**src/hdl/mdll_pkg.sv**
```systemverilog
// mdll supply dac package: shared widths, voltage codes and vector types
`default_nettype none

package mdll_pkg;

    // ----------------------------------------------------------
    // widths
    // ----------------------------------------------------------
    localparam int N_DAC_TI   = 5;              // binary tap index width
    localparam int N_DAC_TAPS = 2**N_DAC_TI;    // 32 ladder taps
    localparam int N_DAC_GAIN = 4;              // gain switches
    localparam int N_DAC_BW   = 3;              // decap enable bits
    localparam int N_VOUT     = 16;             // voltage word, 0.5 mV per lsb

    // ----------------------------------------------------------
    // voltage codes, all in 0.5 mV units
    // ----------------------------------------------------------
    localparam int VOFFSET_CODE  = 1600;        // 800 mV ladder offset
    localparam int LSB0_CODE     = 8;           // base step per tap
    localparam int VSF_DROP_CODE = 400;         // source-follower vgs drop

    // gain request above this saturates
    localparam int GAIN_SAT  = 4;
    localparam int KGAIN_MAX = GAIN_SAT + 1;    // largest step multiplier

    // target at code 0, also the filter reset value
    localparam int VRESET_CODE = VOFFSET_CODE - VSF_DROP_CODE;

    // target at top code with max gain
    localparam int VOUT_MAX_CODE =
        VOFFSET_CODE + LSB0_CODE * KGAIN_MAX * (N_DAC_TAPS - 1) - VSF_DROP_CODE;

    // iir shift with no decap enabled, widest bandwidth step
    localparam int IIR_SHIFT_MAX = N_DAC_BW + 1;

    // ----------------------------------------------------------
    // vector types
    // ----------------------------------------------------------
    typedef logic [N_DAC_TI-1:0]   dac_code_t;  // binary tap index
    typedef logic [N_DAC_TAPS-1:0] dac_sel_t;   // one-cold tap select
    typedef logic [2:0]            gain_sel_t;  // requested gain 0..7
    typedef logic [N_DAC_GAIN-1:0] gain_oc_t;   // one-cold gain switches
    typedef logic [1:0]            bw_sel_t;    // requested bandwidth 0..3
    typedef logic [N_DAC_BW-1:0]   bw_thm_t;    // thermometer, low bits first
    typedef logic [N_VOUT-1:0]     vout_t;      // unsigned voltage word

    // step multiplier 1..KGAIN_MAX
    typedef logic [$clog2(KGAIN_MAX+1)-1:0] kgain_t;

    // iir right shift 1..IIR_SHIFT_MAX
    typedef logic [$clog2(IIR_SHIFT_MAX+1)-1:0] shift_t;

endpackage

`default_nettype wire

```
**src/hdl/mdll_dac_ctrl_decoder.sv**
```systemverilog
// dac control decoder: latches the settings on upd, drives one-cold and thermometer controls
`default_nettype none

module mdll_dac_ctrl_decoder (
    input  wire                   iir_clk,
    input  wire                   rst,
    input  wire                   upd,               // single-cycle update strobe
    input  mdll_pkg::dac_code_t   dac_code,
    input  mdll_pkg::gain_sel_t   gain_sel,
    input  mdll_pkg::bw_sel_t     bw_sel,
    output mdll_pkg::dac_sel_t    dinb_sel,          // one-cold tap select
    output mdll_pkg::gain_oc_t    ctlb_dac_gain_oc,  // one-cold gain, all ones = base
    output mdll_pkg::bw_thm_t     ctl_dac_bw_thm     // decap enables, thermometer
);

    import mdll_pkg::*;

    // ----------------------------------------------------------
    // encoders
    // ----------------------------------------------------------

    // tap k selected by pulling bit k low
    function automatic dac_sel_t enc_tap(input dac_code_t code);
        return ~(dac_sel_t'(1) << code);
    endfunction

    // 0 -> base gain, 1..4 -> clear bit g-1, above 4 clamps
    function automatic gain_oc_t enc_gain(input gain_sel_t g);
        gain_sel_t sat;
        sat = (g > gain_sel_t'(GAIN_SAT)) ? gain_sel_t'(GAIN_SAT) : g;
        if (sat == '0) begin
            return '1;                      // no switch closed
        end
        return ~(gain_oc_t'(1) << (sat - 3'd1));
    endfunction

    // b ones from the bottom
    function automatic bw_thm_t enc_bw(input bw_sel_t b);
        logic [N_DAC_BW:0] ext;             // one spare bit for 2**b
        ext = ({{N_DAC_BW{1'b0}}, 1'b1} << b) - 1'b1;
        return ext[N_DAC_BW-1:0];
    endfunction

    // ----------------------------------------------------------
    // control registers
    // ----------------------------------------------------------

    // encoded forms held between strobes, one cycle after upd
    always_ff @(posedge iir_clk) begin
        if (rst) begin
            dinb_sel         <= enc_tap('0);   // tap 0
            ctlb_dac_gain_oc <= '1;            // Kgain 1
            ctl_dac_bw_thm   <= '0;            // no decap, widest step
        end else if (upd) begin
            dinb_sel         <= enc_tap(dac_code);
            ctlb_dac_gain_oc <= enc_gain(gain_sel);
            ctl_dac_bw_thm   <= enc_bw(bw_sel);
        end
    end

    // ----------------------------------------------------------
    // checks
    // ----------------------------------------------------------

    // the ladder decoder must see exactly one closed switch
    a_tap_one_cold: assert property (
        @(posedge iir_clk) disable iff (rst)
        $onehot(~dinb_sel)
    ) else $error("dinb_sel %h not one-cold", dinb_sel);

    // thermometer shape, no enable above a disabled bit
    a_bw_thermo: assert property (
        @(posedge iir_clk) disable iff (rst)
        ((ctl_dac_bw_thm + 1'b1) & ctl_dac_bw_thm) == '0
    ) else $error("ctl_dac_bw_thm %b not thermometer", ctl_dac_bw_thm);

endmodule

`default_nettype wire

```
**config.mk**
```make
export PLATFORM = sky130hd
export DESIGN_NAME = mdll_dac_ctrl_decoder
export DESIGN_NICKNAME = d
export VERILOG_FILES = /design/src/hdl/mdll_pkg.sv /design/src/hdl/mdll_dac_ctrl_decoder.sv
export SDC_FILE = /design/constraint.sdc
export NUM_CORES = 1
export LEC_CHECK = 0
export BUFFER_PORTS_ARGS = -buffer_cell sky130_fd_sc_hd__buf_2
export CAP_MARGIN = 20
export CORE_MARGIN = 2
export CORE_UTILIZATION = 30
export DETAILED_ROUTE_END_ITERATION = 16
export PLACE_DENSITY = 0.63
export SETUP_SLACK_MARGIN = 0.5
export SYNTH_ARGS = -nofsm -noshare
export SYNTH_HDL_FRONTEND = slang
export SYNTH_SLANG_ARGS = --single-unit
```
**constraint.sdc**
```tcl
create_clock -name iir_clk -period 1.6 [get_ports iir_clk]
set_input_delay 0 -clock iir_clk [delete_from_list [all_inputs] [get_ports iir_clk]]
set_output_delay 0 -clock iir_clk [all_outputs]
set_load 0.005 [all_outputs]
```
**After elaboration in Yosys (flattened, before gate mapping)**

Cells that the tools add are included.

- Register bits: 39
- Bits in latches: 0
- Bits in writable memories: 0
- Memory bits (read-only): 0
- Bits of input ports: 13
- Logic and storage cells: 18
- Memories: 0

- Add/subtract/negate cells: 2
- Multiply operators: 0
- Div/mod/pow operators: 0
- Order comparisons: 1
- Equality and inequality tests: 0
- Shift operators: 3
- Muxes and demuxes: 6
- Bitwise gates (word level): 2
- Reduce and logical (&&, ||, !) cells: 1

Operator list:

| operator | number |
|---|---|
| 32-bit NOT | 1 |
| 1-bit by 5-bit << shifter with 32-bit output (first input constant) | 1 |
| 4-bit two-way mux | 2 |
| 3-bit by 1-bit subtractor with 3-bit output (second input constant) | 2 |
| 4-bit NOT | 1 |
| 1-bit by 3-bit << shifter with 4-bit output (first input constant) | 1 |
| 3-bit > comparator (second input constant) | 1 |
| 3-bit zero test | 1 |
| 1-bit two-way mux | 3 |
| 3-bit two-way mux | 1 |
| 1-bit by 2-bit << shifter with 3-bit output (first input constant) | 1 |

**Logic depth before layout (Yosys ltp)**

Gate-level depths: netlist of the first run.

- Word-level depth: 7
- Mapped depth: 4
- Mapped depth without buffers: 4

**Worst setup path after synthesis of the first run**

OpenSTA, ideal clock, no wires.

- Path kind: input -> register
- Start: in gain_sel[2]
- End: reg ctlb_dac_gain_oc[0]
- Setup time: 0.122 ns
- Arrival: 0.687 ns
- Data required time: 1.478 ns
- Path slack: 0.791 ns
- Cell stages on the path: 4
- Path buffers: 0
- Cell sequence: o21bai_1 -> ha_1 -> nor4b_1 -> o21bai_1

- Longest elaborated chain between the ends: 7
- Elaborated cells between the ends (all ways): 10

Ends and longest elaborated chain:

| item | line | RTL |
|---|---|---|
| from (decl) | mdll_dac_ctrl_decoder.sv:9 | `input mdll_pkg::gain_sel_t gain_sel,` |
| 3-bit > comparator | mdll_dac_ctrl_decoder.sv:30 | `sat = (g > gain_sel_t'(GAIN_SAT)) ? gain_sel_t'(GAIN_SAT) : g;` |
| 3-bit two-way mux * | mdll_dac_ctrl_decoder.sv:30 |  |
| branches (longest 4 deep; another with 3-bit by 1-bit subtractor with 3-bit output) | -- |  |
| 4-bit two-way mux * | mdll_dac_ctrl_decoder.sv:34 | `return ~(gain_oc_t'(1) << (sat - 3'd1));` |
| to (signal assigned) | mdll_dac_ctrl_decoder.sv:56 | `ctlb_dac_gain_oc <= enc_gain(gain_sel);` |
| to (decl) | mdll_dac_ctrl_decoder.sv:12 | `output mdll_pkg::gain_oc_t ctlb_dac_gain_oc,` |

Mark *: on every way between the ends. The select of a mux whose other input is x is not followed.
A chain may end at the register's enable or synchronous reset.

==> results of run 1 <==
[worst max-delay path, stage by stage]
cell and delay, ns:
buf_2 0.22, or2_2 0.45, buf_4 0.24, a2bb2oi_1 0.14
[cell usage after synthesis]
cell type / n
nand3_1: 1
nor3_1: 5
a2bb2oi_1: 25
nor3b_2: 1
nor2b_1: 1
a21oi_1: 2
nand4b_2: 1
nand2_1: 1
buf_4: 4
buf_2: 3
and4bb_2: 3
ha_1: 1
mux2i_1: 1
nand2b_1: 2
inv_1: 2
nor4_2: 1
dfxtp_1: 39
buf_6: 4
o32a_1: 4
or2_1: 1
o21bai_1: 3
nor4b_4: 3
a31oi_1: 2
nor4b_1: 2
and3_1: 1
nor3b_1: 1
a41oi_1: 1
a211oi_1: 2
and3b_1: 3
nor2_1: 7
clkbuf_1: 2
[worst min-delay path by stage]
| stage | from | endpoint | slack (ns) | depth (start not counted) |
|---|---|---|---|---|
| after floorplan | dac_code[1] | dinb_sel[6] | 0.11 | 1 |
| after global placement | bw_sel[1] | ctl_dac_bw_thm[1] | 0.28 | 3 |
| after detailed placement | gain_sel[0] | ctlb_dac_gain_oc[1] | 0.28 | 3 |
| after CTS | dac_code[1] | dinb_sel[6] | 0.02 | 2 |
| after global routing | dac_code[1] | dinb_sel[6] | 0.02 | 2 |
| final | dac_code[1] | dinb_sel[6] | 0.02 | 2 |
[routing by layer]
metal / track usage (%) / share of wire [%] / wire [µm]
met2: 19.42 / 44 / 1529
met5: 0 / 0 / 0
met3: 4.497 / 7.2 / 248
met1: 17.04 / 48 / 1673
met4: 3.509 / 0 / 0
[power groups by stage]
stage	Sequential (mW)	Clock [mW]	Combinational, mW
2_1_floorplan	1.02	0	0.118
3_3_place_gp	1.02	0	0.159
3_5_place_dp	1.02	0	0.161
4_1_cts	0.994	0.648	0.169
5_1_grt	0.996	0.691	0.185
6_report	0.994	0.623	0.168
[metrics by stage]
step	utilization, %	hold WS (ns)	worst slack, ns	std cells
global route	39.56	0.02313	0.5824	248
detailed placement	37.04	0.2841	0.2717	236
finish	39.56	0.01532	0.6874	248
floorplan	-	0.1072	0.7909	129
CTS	39.56	0.01586	0.5504	248
global placement	37.04	0.2799	0.3393	236
[cells by family after synthesis]
| family | Yosys count | synth area share [%] |
|---|---|---|
| AND/OR/NAND/NOR | 34 | 19.08 |
| flip-flops | 39 | 51.11 |
| multiplexers | 1 | 0.6552 |
| buffers and inverters | 15 | 6.880 |
| AO/OA/AOI/OAI | 39 | 21.46 |
| adder cells (fa/ha/maj) | 1 | 0.8189 |
[flip-flops by register name, summed over array words and instances (netlist names)]
signal / count
dinb_sel: 32
ctlb_dac_gain_oc: 4
ctl_dac_bw_thm: 3
[layout make-up]
cell class                 instances  area share [%]
clock inverter                     1          0.2626
timing repair buffer              57           16.28
multi-input combinational         75           33.68
clock buffer                       7           4.005
inverter                           2          0.3940
tap                               67           4.399
sequential                        39           40.97
[what timing repair did]
action	4_1_cts	5_1_grt
gates resized for setup	0	1
hold buffers	4	0
setup endpoints to repair	0	17
hold endpoints to repair	4	0
==> results.sh, run 1 <==
export IMPL_start_util_pct=31.71
export IMPL_gr_usage_all_layers_pct=12.68
export IMPL_rows=25
export IMPL_numCtsBuffers=5
export IMPL_post_dp_hpwl_mm=2.355
export IMPL_viasPerCell=4.750
export IMPL_cellInternalPower_mw=1.371
export IMPL_clock_power_share_pct=34.9
export IMPL_worst_slew_pin_slew_ns=0.4343
export IMPL_cts_htree_levels=2
export IMPL_number_of_antenna_violations_at_the_first_check_in_global_routing=0
export IMPL_route_detailed_drc=0
export IMPL_post_cts_setup_buffer_count=0
export IMPL_die_area_um2=5679
export IMPL_finalSetupViolations=0
export IMPL_hold_viol=0
export IMPL_vias=1178
export IMPL_nFillCells=512
export IMPL_leading_cell_types_in_the_layout_fill_and_taps_excluded="buf_2 (51), dfxtp_1 (39), a2bb2oi_1 (25), nor2_1 (7)"
export IMPL_buffers_from_clock_root_to_sink_at_most=2
export IMPL_r2r_end="ctlb_dac_gain_oc[2]"
export IMPL_grt_start_max_net_pins=25
export IMPL_number_of_nets_still_failing_antenna_checks_after_routing=0
export IMPL_fp_coreArea_um2=4817
export IMPL_synth_top_area_share_pct=51.11
export IMPL_p_per_area_nw_per_um2=937.0
export IMPL_critical_path_origin="upd"
export IMPL_crit_path_end="dinb_sel[20]"
export IMPL_synthesis_area_um2=1528
export IMPL_detail_route_first_pass_iterations=4
export IMPL_cts_sinks=39
export IMPL_netlist_top_cell_by_area="dfxtp_1"
export IMPL_synthToLayoutAreaGrowth_pct=24.73
export IMPL_start_kind="input pin"
export IMPL_gp_congestion=0.8159
export IMPL_worst_skew_pair_later_pin_latency_ns=0.28
export IMPL_fp_dieW_um=75.36
export IMPL_drive_gt1_share_pct=38.12
export IMPL_antenna_cells_inserted=0
export IMPL_drt_total_wl_mm=3.451
export IMPL_cp_end_kind="flop"
export IMPL_worst_slew_margin_rel_pct=70.92
export IMPL_power_switching_mw=0.4148
export IMPL_synth_area_per_cell_um2=11.84
export IMPL_io_pins=52
export IMPL_cp_arrival_ns=1.06
export IMPL_reg2reg_from="ctlb_dac_gain_oc[2]"
export IMPL_reg2regPathDepth=2
export IMPL_design_power_total_mw=1.785
export IMPL_first_iter_violations=27
export IMPL_design_final_nets=194
export IMPL_leakage_component_of_the_power_nw=0.7236
export IMPL_ir_drop_v=0.0005170
export IMPL_seq_area_frac_synth_pct=51.11
export IMPL_die_height_um=75.36
export IMPL_worst_setup_hold_path_clk_slew_ns=0.07
export IMPL_tritoncts="yes"
export IMPL_place_area_um2=1784
export IMPL_syn_nets=143
export IMPL_seq_area_um2=780.7
export IMPL_netlist_instances=129
export IMPL_highest_clock_rate_mhz=1096
export IMPL_grt_pass1_vias=1146
export IMPL_rsz0062_at_grt="no"
export IMPL_run_status="finished, final reports clean"
export IMPL_setup_tns_ns=0
export IMPL_critPathKind="input pin to flop"
export IMPL_placement_io_buffers=51
export IMPL_yosysUniqueCellTypes=31
export IMPL_cts_root_buf="clkbuf_8"
export IMPL_post_drt_wl_per_cell_um=13.92
export IMPL_final_design_area_no_fill_um2=1906
export IMPL_combinationalPowerShare_pct=9.4
export IMPL_min_delay_path_class="input pin to flop"
export IMPL_globalRoute_totalOverflow=0
export IMPL_leading_cell_type_in_the_layout_fill_and_taps_excluded="buf_2"
export IMPL_yosysWarningCount=0
export IMPL_rrSetupSlack_ns=0.91
export IMPL_final_min_period_over_clock_period_pct=57.04
export IMPL_crit_fanout=24
export IMPL_clock_skew_final_ns=0
export IMPL_ys_top_cells_by_area="dfxtp_1 (51%), a2bb2oi_1 (14%), nor4b_4 (4.7%), buf_6 (2.9%), o32a_1 (2.6%)"
export IMPL_power_switching_fraction_pct=23.23
export IMPL_seq_power_share_pct=55.7
export IMPL_postSynthRegisterBits=39
export IMPL_finalWorstPathRequiredPeriod_ns=0.9126
export IMPL_slew_violations=0
export IMPL_critPathRequiredTime_ns=1.75
export IMPL_first_pass_grt_wire_length_mm=5.478
export IMPL_multiInputGateArea_um2=641.9
export IMPL_drv_cap=0
Power figures use the tool's default switching activity.
==> run 2: changes to the inputs <==
--- a/config.mk
+++ b/config.mk
@@ -10,7 +10,7 @@
 export CORE_MARGIN = 2
 export CORE_UTILIZATION = 30
 export DETAILED_ROUTE_END_ITERATION = 16
-export PLACE_DENSITY = 0.63
+export PLACE_DENSITY = 0.65
 export SETUP_SLACK_MARGIN = 0.5
 export SYNTH_ARGS = -nofsm -noshare
 export SYNTH_HDL_FRONTEND = slang
==> constraint.sdc (replaced) <==
create_clock -name iir_clk -period 0.8 [get_ports iir_clk]
set_input_delay 0 -clock iir_clk [delete_from_list [all_inputs] [get_ports iir_clk]]
set_output_delay 0 -clock iir_clk [all_outputs]
set_load 0.005 [all_outputs]
==> results.sh, run 2 (same netlist as run 1, synthesis figures left out) <==
export IMPL_die_area_um2=5679
export IMPL_cts_htree_levels=2
export IMPL_clock_power_share_pct=43.5
export IMPL_start_kind="flop"
export IMPL_worst_setup_hold_path_clk_slew_ns=0.07
export IMPL_post_dp_hpwl_mm=2.550
export IMPL_critPathKind="flop to output pin"
export IMPL_grtUsageMet3_pct=4.762
export IMPL_min_delay_path_class="input pin to flop"
export IMPL_worst_slew_pin_slew_ns=0.4172
export IMPL_holdCritStartpoint="rst"
export IMPL_rows=25
export IMPL_p_per_area_nw_per_um2=1811
export IMPL_crit_fanout=2
export IMPL_grt_pass1_vias=1293
export IMPL_finalWorstPathRequiredPeriod_ns=0.7344
export IMPL_buffers_from_clock_root_to_sink_at_most=2
export IMPL_critPathTopFamily="flip-flops"
export IMPL_reg2regPathDepth=2
export IMPL_power_switching_mw=0.9054
export IMPL_groute_layer_met1_usage_pct=17.77
export IMPL_critPathRequiredTime_ns=0.80
export IMPL_cp_cell_sequence="buf_2"
export IMPL_worstHoldPathCells=2
export IMPL_worst_path_max_delay_cell="dfxtp_2"
export IMPL_viasPerCell=4.851
export IMPL_cellInternalPower_mw=3.468
export IMPL_cp_end_kind="output pin"
export IMPL_vias=1271
export IMPL_failing_checks="negative hold slack"
export IMPL_detail_route_first_pass_iterations=4
export IMPL_critPathMaxStageDelay_ns=0.34
export IMPL_leading_cell_types_in_the_layout_fill_and_taps_excluded="dfxtp_2 (39), buf_6 (27), buf_2 (25), a2bb2oi_1 (19), buf_4 (16)"
export IMPL_first_iter_violations=40
export IMPL_gr_usage_all_layers_pct=13.85
export IMPL_grt_start_max_net_pins=26
export IMPL_route_detailed_drc=0
export IMPL_leakage_component_of_the_power_nw=0.9194
export IMPL_start_util_pct=31.71
export IMPL_layout_top_registers="dinb_sel (32), ctlb_dac_gain_oc (4), ctl_dac_bw_thm (3)"
export IMPL_die_height_um=75.36
export IMPL_final_min_period_over_clock_period_pct=91.80
export IMPL_first_pass_grt_wire_length_mm=6.037
export IMPL_design_final_nets=208
export IMPL_slew_violations=0
export IMPL_drive_gt1_share_pct=74.36
export IMPL_number_of_antenna_violations_at_the_first_check_in_global_routing=0
export IMPL_clock_skew_final_ns=0
export IMPL_gp_congestion=0.7383
export IMPL_setup_tns_ns=0
export IMPL_r2r_end="dinb_sel[26]"
export IMPL_use_met2_pct=22.42
export IMPL_worst_skew_pair_later_pin_latency_ns=0.28
export IMPL_cts_root_buf="clkbuf_8"
export IMPL_rsz0062_at_grt="yes"
export IMPL_seq_power_share_pct=45.7
export IMPL_grt_busiest_layer="met2"
export IMPL_largest_register_ffs=32
export IMPL_design_power_total_mw=4.373
export IMPL_synthToLayoutAreaGrowth_pct=58.07
export IMPL_number_of_nets_still_failing_antenna_checks_after_routing=0
export IMPL_drv_cap=0
export IMPL_io_pins=52
export IMPL_globalRoute_totalOverflow=0
export IMPL_combinationalPowerShare_pct=10.7
export IMPL_hold_worst_slack_ns=-0.05394
export IMPL_post_drt_wl_per_cell_um=14.60
export IMPL_run_status="finished, violations left"
export IMPL_numCtsBuffers=5
export IMPL_leading_cell_type_in_the_layout_fill_and_taps_excluded="dfxtp_2"
export IMPL_placement_io_buffers=51
export IMPL_reg2reg_from="dinb_sel[26]"
export IMPL_antenna_cells_inserted=0
export IMPL_worst_slew_margin_rel_pct=72.16
export IMPL_cp_arrival_ns=0.73
export IMPL_min_to="dinb_sel[0]"
export IMPL_power_switching_fraction_pct=20.70
export IMPL_ir_drop_v=0.001094
export IMPL_cts_sinks=39
export IMPL_hold_viol=3
export IMPL_drt_total_wl_mm=3.826
export IMPL_top_register="dinb_sel"
export IMPL_fp_coreArea_um2=4817
export IMPL_crit_buf_inv=1
export IMPL_tritoncts="yes"
export IMPL_fp_dieW_um=75.36
export IMPL_finalSetupViolations=0
export IMPL_rrSetupSlack_ns=0.08
export IMPL_highest_clock_rate_mhz=1362
-- run 2: cell count changes in the layout (fill, tap and decap cells not counted), sizes merged --
cell / change
buf: +16
dlygate4sd3: -4
bufinv: +2
clkbuf: +1
clkinv: -1
-- run 2: power groups by stage --
stage | Sequential, mW | Combinational, mW | Clock (mW)
floorplan | 2.04 | 0.284 | 0
global route | 2.00 | 0.507 | 2.05
finish | 2.00 | 0.469 | 1.90
global placement | 2.04 | 0.403 | 0
CTS | 2.00 | 0.440 | 1.95
detailed placement | 2.04 | 0.407 | 0
-- run 2: per-layer routing --
layer  vias to the layer above  wire (µm)
met5                         -          0
met2                        45       1801
li1                        628          -
met4                         0         17
met3                         2        284
met1                       596       1723
-- run 2: final cells by class --
cell class              instances  area [µm²]
clock buffers                   6       72.57
flip-flops and latches         39       829.5
repair buffers                 71       584.3
inverters                       2       7.507
well taps                      67       83.83
fillers                       462        2402
clock inverters                 2       60.06
multi-input cells              75       777.0
-- run 2: timing repair --
item | CTS | global route
hold endpoints to repair | 3 | 1
setup endpoints to repair | 78 | 78
gates resized for setup | 21 | 27
buffers inserted | 2 | 4
pin swaps | 9 | 4
-- run 2: stage by stage --
| step | cell area [µm²] | util [%] | instances | setup WS (ns) |
|---|---|---|---|---|
| 3_3_place_gp | 1992 | 41.35 | 248 | -0.1515 |
| 6_report | 2415 | 50.13 | 262 | 0.06560 |
| 5_1_grt | 2415 | 50.13 | 262 | 0.03086 |
| 4_1_cts | 2240 | 46.49 | 258 | 0.05831 |
| 2_1_floorplan | 1674 | - | 129 | 0.06134 |
| 3_5_place_dp | 1992 | 41.35 | 248 | -0.1673 |
-- run 2: how the worst max path moves through the flow --
stage / startpoint / end / slack [ns] / cells after the start
2_1_floorplan: upd / dinb_sel[20] / 0.06 / 4
3_3_place_gp: rst / ctlb_dac_gain_oc[2] / -0.15 / 4
3_5_place_dp: rst / ctlb_dac_gain_oc[2] / -0.17 / 4
4_1_cts: dinb_sel[15] / dinb_sel[15] / 0.06 / 1
5_1_grt: dinb_sel[26] / dinb_sel[26] / 0.03 / 1
6_report: dinb_sel[14] / dinb_sel[14] / 0.07 / 1
